File: src/verilog/chiplet_pkg.sv
package chiplet_pkg;

    localparam int WORD_WIDTH       = 32;
    localparam int NODE_ID_WIDTH    = 4;
    localparam int PKT_LENGTH_WIDTH = 5;

    // length field sits at the bottom of the header word.
    localparam int HDR_LEN_LSB = 0;

    typedef logic [WORD_WIDTH-1:0]       word_t;
    typedef logic [NODE_ID_WIDTH-1:0]    node_id_t;

    // last flit index, header counted as index zero.
    typedef logic [PKT_LENGTH_WIDTH-1:0] pkt_len_t;

endpackage

File: src/verilog/flit_counter.sv
`timescale 1ns/1ps

module flit_counter import chiplet_pkg::*; (
    input  logic     clk,
    input  logic     n_rst,
    input  logic     cnt_clear,
    input  logic     cnt_en,
    input  pkt_len_t cnt_last,
    output pkt_len_t cnt_value,
    output logic     cnt_done
);

    pkt_len_t last_q;

    always_ff @(posedge clk, negedge n_rst) begin
        if (!n_rst) begin
            cnt_value <= '0;
            last_q    <= '0;
        end else if (cnt_clear) begin
            cnt_value <= '0;
            last_q    <= cnt_last;   // index of the final flit.
        end else if (cnt_en) begin
            cnt_value <= cnt_value + 1'b1;
        end
    end

    assign cnt_done = (cnt_value == last_q);

endmodule

File: config.mk
export PLATFORM = sky130hd
export DESIGN_NAME = flit_counter
export DESIGN_NICKNAME = d
export VERILOG_FILES = /design/src/verilog/chiplet_pkg.sv /design/src/verilog/flit_counter.sv
export SDC_FILE = /design/constraint.sdc
export NUM_CORES = 1
export LEC_CHECK = 0
export ABC_CLOCK_PERIOD_IN_PS = 1300
export BUFFER_PORTS_ARGS = -buffer_cell sky130_fd_sc_hd__clkbuf_2
export CORE_MARGIN = 3
export CORE_UTILIZATION = 35
export DETAILED_ROUTE_END_ITERATION = 12
export HOLD_SLACK_MARGIN = 0.1
export SYNTH_ARGS = -nofsm -noshare
export SYNTH_HDL_FRONTEND = slang
export SYNTH_SLANG_ARGS = --single-unit
File: constraint.sdc
create_clock -name clk -period 1.3 [get_ports clk]
set_input_delay 0.065 -clock clk [delete_from_list [all_inputs] [get_ports clk]]
set_output_delay 0.065 -clock clk [all_outputs]
set_load 0.01 [all_outputs]
==> results of run 1 <==
==> sequential cells by signal (all words and copies together), names as in the netlist <==
name / cells
last_q: 5
cnt_value: 5
==> routing by layer <==
layer,part of all wire (%),up-vias,global-route usage [%]
li1,-,178,-
met1,45,160,14.6
met2,47,11,16.7
met3,6.9,0,6.87
met4,0,0,3.73
met5,0,-,0
==> per-stage QoR <==
stage | setup slack, ns | hold slack [ns] | setup TNS [ns] | std cells
4_1_cts | 0.000360 | 0.122 | 0 | 77
2_1_floorplan | 0.229 | -0.231 | 0 | 37
5_1_grt | -0.0266 | 0.140 | -0.0266 | 77
6_report | 0.0373 | 0.131 | 0 | 77
3_3_place_gp | 0.194 | -0.0520 | 0 | 64
3_5_place_dp | 0.205 | -0.0569 | 0 | 64
==> cell type report <==
cell class | count | area, µm² | area share (%)
Multi-Input combinational cell | 26 | 208 | 31.2
Tap cell | 14 | 17.5 | 2.63
Clock buffer | 4 | 36.3 | 5.45
Timing Repair Buffer | 23 | 153 | 22.9
Sequential cell | 10 | 251 | 37.8
==> worst max-delay path by stage <==
stage / cells past startpoint / endpoint / slack, ns / from
6_report: 3 / cnt_done / 0.04 / cnt_value[0]
2_1_floorplan: 4 / cnt_value[4] / 0.23 / cnt_value[0]
4_1_cts: 4 / cnt_done / 0.0004 / cnt_value[4]
3_3_place_gp: 4 / cnt_value[4] / 0.19 / cnt_value[0]
5_1_grt: 4 / cnt_done / -0.03 / last_q[4]
3_5_place_dp: 4 / cnt_value[4] / 0.20 / cnt_value[0]
==> power groups by stage <==
stage	registers, mW	clock network [mW]	logic (mW)
2_1_floorplan	0.359	0	0.0529
3_3_place_gp	0.361	0	0.0888
3_5_place_dp	0.361	0	0.0877
4_1_cts	0.353	0.287	0.111
5_1_grt	0.356	0.298	0.122
6_report	0.352	0.275	0.110
==> cells in the final DEF (no fill, tap or decap) <==
cell type,instances
sky130_fd_sc_hd__nor3_2,1
sky130_fd_sc_hd__nand2_1,1
sky130_fd_sc_hd__clkbuf_8,1
sky130_fd_sc_hd__ha_1,1
sky130_fd_sc_hd__dfrtp_1,9
sky130_fd_sc_hd__nor2_1,5
sky130_fd_sc_hd__dfrtp_2,1
sky130_fd_sc_hd__buf_4,3
sky130_fd_sc_hd__mux2i_1,1
sky130_fd_sc_hd__xor2_1,5
sky130_fd_sc_hd__clkbuf_2,13
sky130_fd_sc_hd__mux2_2,5
sky130_fd_sc_hd__dlygate4sd3_1,6
sky130_fd_sc_hd__nand3_1,1
sky130_fd_sc_hd__nand4_1,2
sky130_fd_sc_hd__clkbuf_4,3
sky130_fd_sc_hd__xnor2_1,4
sky130_fd_sc_hd__buf_2,1
==> logic make-up (layout without fill, tap and decap cells) <==
kind of cell,count (synthesis),after routing
adder cells (fa/ha/maj),1,1
flip-flops,10,10
XOR/XNOR,9,9
AND/OR/NAND/NOR,10,10
multiplexers,6,6
buffers and inverters,1,27
==> what timing repair did <==
item | CTS | global route
hold buffers | 6 | 0
gates resized for setup | 2 | 1
setup buffers | 3 | 0
endpoints found under the setup margin | 1 | 1
hold endpoints to repair | 15 | 0
pin swaps | 3 | 3
==> results list, run 1 <==
* Outcome: complete, no violations
- Post-layout utilization of the core: between 50 and 60%
* Placeable core area: between 1000 and 1500 µm²
- Total chip power: about 740 µW
- In this run, the clock network consumes ~37% of the power.
- Crit Path Max Fanout: 5
- At the end of routability-driven placement, the weighted congestion stood at between 0.7 and 0.8.
* Count of yosys warnings during synthesis: 0
- The clock drives 10 sinks.
* Total number of vias: around 350
- The setup check on the worst reg-to-reg path leaves a slack of approximately 0.17 ns.
- The via count of the first global-routing pass is about 340.
- Critical Path Max Stage Delay: approximately 0.45 ns
* Switch share: 23.1%
- First drt pass iteration count: 3
- Depth of the worst register-to-register path: 5
- Summing the areas of all and, or, nand and nor instances in the mapped netlist gives about a tenth of the synthesized area.
- Post-synth ARST share: 100%
* Seq/Total Area, Yosys: 54.6%
- The tightest min-delay check is of the input port to flip-flop type.
- CTS tree: yes
- Mean post-synth cell area: between 10 and 15 µm²
* RSZ-0062 raised after global routing: yes
- From synthesis to final layout, the design area changed by 45.4%.
* Cell area after placement: 541 µm²
* Wire length of the first global-routing pass: 1530 µm
- Fin Clk Skew: between 0.003 and 0.004 ns
- The tool flagged a number of max-cap violations equal to 0.
- Dividing total power by cell area gives a power density of 1110 nW/µm².
* Fill count: just over 90
- Post-route antenna net violation count: 0
- Worst Setup Start Kind: flip-flop
- Count of antenna diodes in the layout: 0
* Final Cycle Share: between 90% and 100%
- Clock edge transition at the registers on the reported setup and hold paths: ~0.070 ns
- For this run the aggregate overflow at the end of global routing stands at 0.
- Row generation in the floorplan step produced 12 rows.
- CTS placed an instance of sky130_fd_sc_hd__clkbuf_4 at the clock tree root.
- Clock latency reported for the late side of the worst-skew pair: between 0.2 and 0.3 ns
- Worst flop-to-flop path startpoint: cnt_value[1]
- In the synthesized netlist, the cells that appear most often are sky130_fd_sc_hd__dfrtp_1 (10), sky130_fd_sc_hd__mux2_2 (5), sky130_fd_sc_hd__nor2_1 (5), sky130_fd_sc_hd__xor2_1 (5), sky130_fd_sc_hd__xnor2_1 (4).
- In the final routed layout, each cell accounts on average for around 11 µm.
- Data on the critical path arrives at its endpoint at between 1 and 1.5 ns.
* Buffers & Inverters on Critical Path: 1
- Parity-gate share of the synthesized area counting xor and xnor cells: roughly 17%
* Cell area after layout: ~670 µm²
* Leakage: 0.327 nW
- Count of input and output buffers: 14
* GRT Overall Usage: between 10% and 20%
* Worst-margin pin slew: between 0.2 and 0.3 ns
* Max-slew headroom at the worst pin: between 80% and 90%
- The number of slew-limit violations in the final report was 0.
* Crit path kind: flip-flop to primary output
- Minimum period implied by the final worst setup slack: between 1 and 1.5 ns
* Number of enable-type register cells in the synthesized netlist: 0
* Synthesized Nets: 47
- Cells after Synth: 37
* Critical-path cell with the highest stage delay: sky130_fd_sc_hd__dfrtp_1
* TritonCTS buffer count: 3
- Drt initial violations: 1
* Routed via count divided by cell count: 4.53
* Number of distinct standard cells referenced by the synthesized netlist: 12
- H-tree depth reported by CTS: 1
- STA classifies the critical path endpoint as a primary output.
- Launch point of the worst hold path: cnt_clear
* Fraction of layout instances using a drive strength above 1: approximately 44%
- The die covers around 1800 µm².
- Adder-cell share of the synthesized area: roughly 2.7%
- Based on the critical path, the design can be clocked at up to 792 MHz.
- In the synthesized netlist the dominant register cell turns out to be sky130_fd_sc_hd__dfrtp_1.
- The number of hold violations in the final report was 0.
- Proportion of synthesized area in mux cells: ~14%
- The worst hold path terminates at cnt_value[2].
* Combinational fraction of design power: between 10 and 15%
* Initial antenna violation count: 0
- Synthesis inferred 10 register bits.
- From bottom edge to top edge, the die measures ~42 µm.
- In the post-synthesis netlist, the cell with the most instances is sky130_fd_sc_hd__dfrtp_1.
* Portion of synthesized cell area occupied by the leading cell type: 54.6%
- Max rail drop VDD: about 830 µV
* Width of the die: approximately 42 µm
- The worst register-to-register path ends at cnt_value[4].
* Cell type with the highest aggregate area in the netlist: sky130_fd_sc_hd__dfrtp_1
- Traced cell by cell, the critical path runs through xor2_1, nor3_2, buf_2.
- The synthesized netlist devotes 0% of its cell area to compound gates.
- Starting density of the core: approximately 40%
- Along the worst hold path, the cell count comes to 2.
* Post-synth design cell area: 458 µm²
- CP top delay family: flip-flops
* Final layout net count: between 70 and 80
* Final routed DRC violation total: 0
* Main combinational cell family by area after synthesis: XOR/XNOR gates
- Sequential power share: between 40% and 50%
* Number of buffers on the longest clock path: 2
- Setup violations remaining at the end of the flow were counted as 0.
* Total wirelength of the detailed-routed design: slightly below 900 µm
- Main area contributors after synthesis: sky130_fd_sc_hd__dfrtp_1 (55%), sky130_fd_sc_hd__mux2_2 (12%), sky130_fd_sc_hd__xor2_1 (9.6%), sky130_fd_sc_hd__xnor2_1 (7.7%), sky130_fd_sc_hd__nor2_1 (4.1%)
* Critical Path RT: between 1 and 1.5 ns
- For this design the top-level I/O count stands at 15.
- Internal power consumption: about 570 µW
- Entering global routing, the biggest net connects 11 pins.
- Psw: 170 µW
Note: power is estimated with default switching activity, not from simulation.
==> run 2, diff against run 1 <==
--- a/config.mk
+++ b/config.mk
@@ -11,6 +11,7 @@
 export CORE_UTILIZATION = 35
 export DETAILED_ROUTE_END_ITERATION = 12
 export HOLD_SLACK_MARGIN = 0.1
+export PLACE_DENSITY = 0.68
 export SYNTH_ARGS = -nofsm -noshare
 export SYNTH_HDL_FRONTEND = slang
 export SYNTH_SLANG_ARGS = --single-unit
==> run 2 against run 1 <==
Net effect:
- sequential share of layout area decreased by 0.31 points
- via count increased by 4.3%
- largest power group unchanged
- die area unchanged
- power increased by 0.52%
- largest cell class unchanged
- global-route usage increased by 2.1 points
- critical endpoint unchanged
- maximum frequency increased by 0.29%
- critical path type unchanged
==> results list, run 2 (synthesized netlist as in run 1, its figures left out) <==
- Outcome: complete, no violations
* Final Cycle Share: 96.9% (-0.28 points)
* Sequential power share: 47.5% (-0.3 points)
- The final setup violation count is 0 (unchanged).
* Width of the die: 42.2 µm (unchanged)
- The peak supply drop is 734 µV (-12%).
* Leakage: 0.331 nW (+1.2%)
- The total congestion overflow is 0 (unchanged).
- The highest attainable clock frequency is 794 MHz (+0.29%).
* Routed via count divided by cell count: 4.67 (+3.0%)
- Tightest Hold Check Type: input port to flip-flop
- Total chip power: 741 µW (+0.52%)
- The instance count on the critical path was 3 (unchanged).
* Minimum period implied by the final worst setup slack: 1.26 ns (-0.00362 ns)
* Switch share: 23.3% (+0.17 points)
- Worst-margin pin slew: 0.245 ns (-0.00650 ns)
- The die footprint was 1780 µm² (unchanged).
- Number of max-slew violations in the final report: 0 (unchanged)
* CTS tree: yes
* Number of instances in the placed design: 64 (unchanged)
* Placeable core area: 1170 µm² (unchanged)
- Total power divided by cell area: 1100 nW/µm² (-0.78%)
- The switching power was 173 µW (+1.3%).
- Once detailed placement completed, the half-perimeter wirelength came to 645 µm.
* Final routed DRC violation total: 0 (unchanged)
- Total wirelength of the detailed-routed design: 974 µm (+10%)
- Number of buffers on the longest clock path: 2 (unchanged)
- Setup repair after global routing could not meet its margin everywhere.
- The vias after detailed routing came to 364 (+4.3%).
* Critical Path RT: 1.24 ns (about the same)
- The number of buffer and inverter stages on the critical path came to 1 (unchanged).
* Fin Clk Skew: 0.00274 ns (-0.00118 ns)
- Commonest non-fill, non-tap cell in the layout: sky130_fd_sc_hd__clkbuf_2
- TritonCTS buffer count: 3 (unchanged)
* Clock edge transition at the registers on the reported setup and hold paths: 0.07 ns (about the same)
- Top library cells by usage in the layout, fill and taps aside: sky130_fd_sc_hd__clkbuf_2 (13), sky130_fd_sc_hd__dfrtp_1 (8), sky130_fd_sc_hd__dlygate4sd3_1 (6)
* Per-cell routed wire length: 12.5 µm (+8.9%)
- The antenna diode count was 0 (unchanged).
- The global-route wire length before repair is 1760 µm (+15%).
- The root buffer cell chosen for the clock tree is sky130_fd_sc_hd__clkbuf_4.
- The worst stage delay on the critical path was 0.44 ns (about the same).
* Initial antenna violation count: 0 (unchanged)
- Worst Setup Start Kind: flip-flop
- Count of input and output buffers: 14 (unchanged)
- Crit Path Max Fanout: 5 (unchanged)
* Global placement routability congestion: 0.674 (-8.0%)
* CP top delay family: flip-flops
* Maximum number of pins on one net before global-route repair: 11 (unchanged)
* Endpoints failing hold: 0 (unchanged)
- Cell Chain, Critical Path: xor2_1, nor3_2, buf_2
- Critical-path cell with the highest stage delay: sky130_fd_sc_hd__dfrtp_2
- GRT Overall Usage: 13.7% (+2.1 points)
- Synthesis-to-layout area growth: 47.3%
- Drt initial violations: 1 (unchanged)
- The I/O pin count is 15 (unchanged).
- Number of max-cap violations: 0 (unchanged)
- Combinational fraction of design power: 15.1% (+0.2 points)
* Vertical die dimension: 42.2 µm (unchanged)
- The number of standard cells in the final layout excluding fillers came to 78 (+1.3%).
- Clock latency reported for the late side of the worst-skew pair: 0.27 ns (about the same)
- Proportion of power drawn by the clock network: 37.4% (about the same)
- The largest registers in the layout are cnt_value (5), last_q (5).
- Internal power consumption: 569 µW (+0.30%)
- The number of levels the H-tree was split into was 1 (unchanged).
- Number of cells traversed by the worst hold path: 2 (unchanged)
- The standard-cell row count came to 12 (unchanged).
- The slack of the worst reg-to-reg path came to 0.14 ns (-0.03 ns).
- Depth of the worst register-to-register path: 5 (unchanged)
* Crit path kind: flip-flop to primary output
- The initial standard-cell utilization of the core came to 39.1% (unchanged).
- The number of routed nets with antenna violations was 0 (unchanged).
* Number of global-route vias before repair: 386 (+15%)
* Critical Path Sink Type: primary output
- CTS Sinks: 10 (unchanged)
* Final layout net count: 75 (+1.4%)
* First drt pass iteration count: 2 (-1)
- Crit path DAT: 1.19 ns (about the same)
- Max-slew headroom at the worst pin: 83.7% (+0.43 points)
* Fraction of layout instances using a drive strength above 1: 46.9% (+2.4 points)
==> run 2: cell types whose count changed in the layout (fill, tap and decap cells not counted), sizes merged <==
cell,previous run,this run
buf,4,5
==> run 2: final timing paths <==
kind / end / from
max: cnt_done / cnt_value[0]
min: cnt_value[2] / cnt_clear
max reg2reg: cnt_value[4] / cnt_value[1]
min reg2reg: last_q[4] / last_q[4]
max in group asynchronous: cnt_value[0] / n_rst
min in group asynchronous: cnt_value[4] / n_rst
==> run 2: timing repair <==
| action | 4_1_cts | 5_1_grt |
|---|---|---|
| hold buffers | 6 | 0 |
| cloned | 0 | 0 |
| hold endpoints to repair | 15 | 0 |
| endpoints found under the setup margin | 1 | 1 |
| setup buffers | 4 | 0 |
| pin swaps | 2 | 2 |
| gates resized for setup | 2 | 2 |
==> run 2: per-layer routing <==
metal  GRT usage (%)  part of all wire [%]  vias up  wire, µm
met5               0                     0        -         0
met1            13.9                    38      172       372
met3            7.73                   6.8        2        66
met4            3.73                  0.62        0         6
met2            24.0                    54       11       528
li1                -                     -      179         -
==> run 2: through the flow <==
step	utilization [%]	setup TNS, ns	hold slack, ns	setup WS (ns)	instance area, µm²
floorplan	-	0	-0.231	0.229	458
global placement	46.2	0	-0.0572	0.168	541
detailed placement	46.2	0	-0.0576	0.187	541
CTS	57.5	0	0.121	0.00195	673
global route	57.6	-0.0198	0.136	-0.0198	674
finish	57.6	0	0.121	0.0409	674
==> run 2: area by class of cell <==
cell class,instances,area (µm²)
repair buffers,24,160
clock buffers,4,36.3
well taps,14,17.5
flip-flops and latches,10,253
multi-input cells,26,208
fillers,108,497
==> run 2: worst register-to-register path: cells and delay by family (launching register included) <==
family | cells | cell delay, ns
flops | 1 | 0.39
simple gates | 2 | 0.15
xor+xnor | 1 | 0.16
fa+ha+maj | 1 | 0.18
buf+inv | 1 | 0.15
==> run 2: power by group through the flow <==
| stage | Combinational, mW | Sequential (mW) | Clock (mW) |
|---|---|---|---|
| 6_report | 0.112 | 0.352 | 0.278 |
| 5_1_grt | 0.125 | 0.356 | 0.306 |
| 4_1_cts | 0.114 | 0.352 | 0.290 |
| 3_5_place_dp | 0.0892 | 0.361 | 0 |
| 3_3_place_gp | 0.0882 | 0.359 | 0 |
| 2_1_floorplan | 0.0529 | 0.359 | 0 |
==> run 3, diff against run 2 <==
--- a/config.mk
+++ b/config.mk
@@ -7,11 +7,12 @@
 export LEC_CHECK = 0
 export ABC_CLOCK_PERIOD_IN_PS = 1300
 export BUFFER_PORTS_ARGS = -buffer_cell sky130_fd_sc_hd__clkbuf_2
-export CORE_MARGIN = 3
-export CORE_UTILIZATION = 35
+export CORE_MARGIN = 2
+export CORE_UTILIZATION = 25
 export DETAILED_ROUTE_END_ITERATION = 12
 export HOLD_SLACK_MARGIN = 0.1
-export PLACE_DENSITY = 0.68
+export PLACE_DENSITY = 0.54
+export SETUP_SLACK_MARGIN = 0.05
 export SYNTH_ARGS = -nofsm -noshare
 export SYNTH_HDL_FRONTEND = slang
 export SYNTH_SLANG_ARGS = --single-unit
==> run 3 against run 2 <==
Net effect:
- maximum frequency up 1.5%
- critical path depth up 1
- core utilization down 19 points
- sequential share of layout area down 0.12 points
- via count down 2.2%
- power down 9.1%
- register-to-register slack about the same
- combinational power about the same
- highest routed layer unchanged
- non-clock buffer count down 1
- clock skew down 0.0011 ns
==> results list, run 3 (synthesized netlist as in run 1, its figures left out) <==
- Internal power consumption: 507 µW (-11%)
- The number of hold violations in the final report was 0 (unchanged).
- The final setup violation count came to 0 (unchanged).
- The fraction of power spent switching nets came to 24.7% (+1.4 points).
- Crit path kind: flip-flop to primary output
- The largest registers in the layout are cnt_value (5), last_q (5).
- The via-per-instance ratio came to 4.09 (-12%).
* Commonest non-fill, non-tap cell in the layout: sky130_fd_sc_hd__clkbuf_2
- CTS Sinks: 10 (unchanged)
* Outcome: complete, no violations
- Overall die area: 2190 µm² (+23%)
* GRT Overall Usage: 9.58% (-4.2 points)
- Psw: 166 µW (-3.6%)
- Post-layout utilization of the core: 39.0% (-19 points)
- The average routed wire per standard cell came to 9.95 µm (-20%).
- RSZ-0062 raised after global routing: yes
* H-tree depth reported by CTS: 1 (unchanged)
- Launch point of the worst hold path: cnt_clear
- CTS tree: yes
* Worst setup timing slack at the placement stage: 0.165 ns (-0.0225 ns)
- The vias after detailed routing is 356 (-2.2%).
* Width of the die: 46.8 µm (+11%)
* Clock latency reported for the late side of the worst-skew pair: 0.26 ns (about the same)
* Highest attainable clock frequency: 806 MHz (+1.5%)
* Total power divided by cell area: 1000 nW/µm² (-9.0%)
- CP top delay family: flip-flops
- The standard-cell row count was 15 (+3).
- Proportion of power drawn by the clock network: 30.7% (-6.7 points)
- Minimum period implied by the final worst setup slack: 1.24 ns (-0.0180 ns)
* Post-route antenna net violation count: 0 (unchanged)
- The tree is rooted in a sky130_fd_sc_hd__clkbuf_4.
- The fraction of layout instances using a drive strength above 1 is 45.2% (-1.7 points).
- The post-detailed-placement half-perimeter wirelength is 617 µm (-4.4%).
- Wire length of the first global-routing pass: 1380 µm (-22%)
* Global placement routability congestion: 0.733 (+8.8%)
- First drt pass iteration count: 1 (-1)
* Final Cycle Share: 95.5% (-1.4 points)
* Leakage: 0.323 nW (-2.4%)
* Critical-path cell with the highest stage delay: sky130_fd_sc_hd__dfrtp_1
- The number of nets in the final layout was 74 (-1.3%).
- Worst-margin pin slew: 0.247 ns (+0.00163 ns)
- The peak supply drop came to 268 µV (-64%).
* Synthesis-to-layout area growth: 47.0%
- Initial antenna violation count: 0 (unchanged)
- The initial standard-cell utilization of the core came to 26.5% (-13 points).
- Vertical die dimension: 46.8 µm (+11%)
* Fin Clk Skew: 0.00165 ns (-0.00108 ns)
* Final worst setup slack: 0.0589 ns (+0.0180 ns)
* Sequential power share: 52.5% (+5.0 points)
- Tightest Hold Check Type: input port to flip-flop
* Total wirelength of the detailed-routed design: 866 µm (-11%)
* Maximum number of pins on one net before global-route repair: 11 (unchanged)
- Global route overflow: 0 (unchanged)
- STA classifies the critical path endpoint as a primary output.
- The signal arrival time at the worst endpoint was 1.18 ns (about the same).
* Final routed DRC violation total: 0 (unchanged)
- Critical Path Max Stage Delay: 0.41 ns (-0.03 ns)
- Top library cells by usage in the layout, fill and taps aside: sky130_fd_sc_hd__clkbuf_2 (13), sky130_fd_sc_hd__dfrtp_1 (9), sky130_fd_sc_hd__dlygate4sd3_1 (6)
- Number of top-level design ports: 15 (unchanged)
* Count of antenna diodes in the layout: 0 (unchanged)
- The clock slew seen by the registers of the worst setup and hold paths came to 0.06 ns (about the same).
- The power after layout was 674 µW (-9.1%).
* Worst flop-to-flop path startpoint: cnt_value[1]
- Cell Chain, Critical Path: xnor2_2, nand3_1, nor3_2, buf_2
- Placeable core area: 1730 µm² (+47%)
- Crit Path Max Fanout: 2 (-3)
- Worst Setup Start Kind: flip-flop
* Buffers & Inverters on Critical Path: 1 (unchanged)
- The critical path starts at cnt_value[1].
* Combinational fraction of design power: 16.8% (+1.7 points)
- TritonCTS buffer count: 3 (unchanged)
- The number of filler instances in the final layout was 189 (+75%).
- The max-capacitance violation count was 0 (unchanged).
- The via count of the first global-routing pass was 353 (-8.5%).
- Count of input and output buffers: 14 (unchanged)
- The maximum count of clock buffers along a single path is 2 (unchanged).
* Max-slew headroom at the worst pin: 83.6% (-0.11 points)
- The required time of the critical path came to 1.24 ns (about the same).
- The number of slew-limit violations in the final report came to 0 (unchanged).
- Drt initial violations: 0 (-1)
-- run 3: final cells by class --
cell class | count | area [µm²] | area share, %
tap | 25 | 31.3 | 4.65
clock buffer | 3 | 22.5 | 3.35
sequential | 10 | 251 | 37.4
timing repair buffer | 23 | 153 | 22.7
multi-input combinational | 26 | 215 | 32.0
-- run 3: path summary, 6_finish.rpt --
| kind | endpoint | slack [ns] | cells after the start |
|---|---|---|---|
| setup reg to reg | cnt_value[4] | 0.13 | 5 |
| max in group asynchronous | cnt_value[2] | 0.88 | 2 |
| min in group asynchronous | cnt_value[4] | 0.20 | 2 |
| setup / recovery | cnt_done | 0.06 | 4 |
| hold reg to reg | last_q[0] | 0.53 | 1 |
| hold / removal | cnt_value[2] | 0.13 | 2 |
-- run 3: through the flow --
step / cells / hold slack, ns / setup TNS, ns / area, µm²
final: 87 / 0.130 / 0 / 673
after global routing: 87 / 0.142 / -0.0148 / 673
after CTS: 87 / 0.122 / 0 / 673
after detailed placement: 75 / -0.0562 / 0 / 554
after global placement: 75 / -0.0511 / 0 / 554
after floorplan: 37 / -0.231 / 0 / 458
-- run 3: layer usage --
layer  global-route usage (%)  vias up  share of wire, %
met5                        0        -                 0
met2                     15.1       12                44
met3                     3.46        2               5.9
met1                     10.8      166                48
met4                     6.67        0               2.0
li1                         -      176                 -
-- run 3: power by group through the flow --
stage,clock network (mW),registers [mW],logic [mW]
global route,0.227,0.357,0.125
floorplan,0,0.359,0.0529
detailed placement,0,0.361,0.0895
CTS,0.217,0.355,0.116
finish,0.207,0.354,0.113
global placement,0,0.360,0.0885
-- run 3: repair_timing --
item	CTS	global route
gates resized for setup	3	1
pin swaps	2	2
hold endpoints to repair	15	0
buffers inserted	3	0
endpoints found under the setup margin	1	2
hold buffers	6	0
-- run 3: worst reg2reg max path, delay by kind of cell (launching register included) --
kind / cells / cell delay (ns)
fa+ha+maj: 1 / 0.19
flops: 1 / 0.41
simple gates: 2 / 0.14
xor+xnor: 1 / 0.15
buf+inv: 1 / 0.16
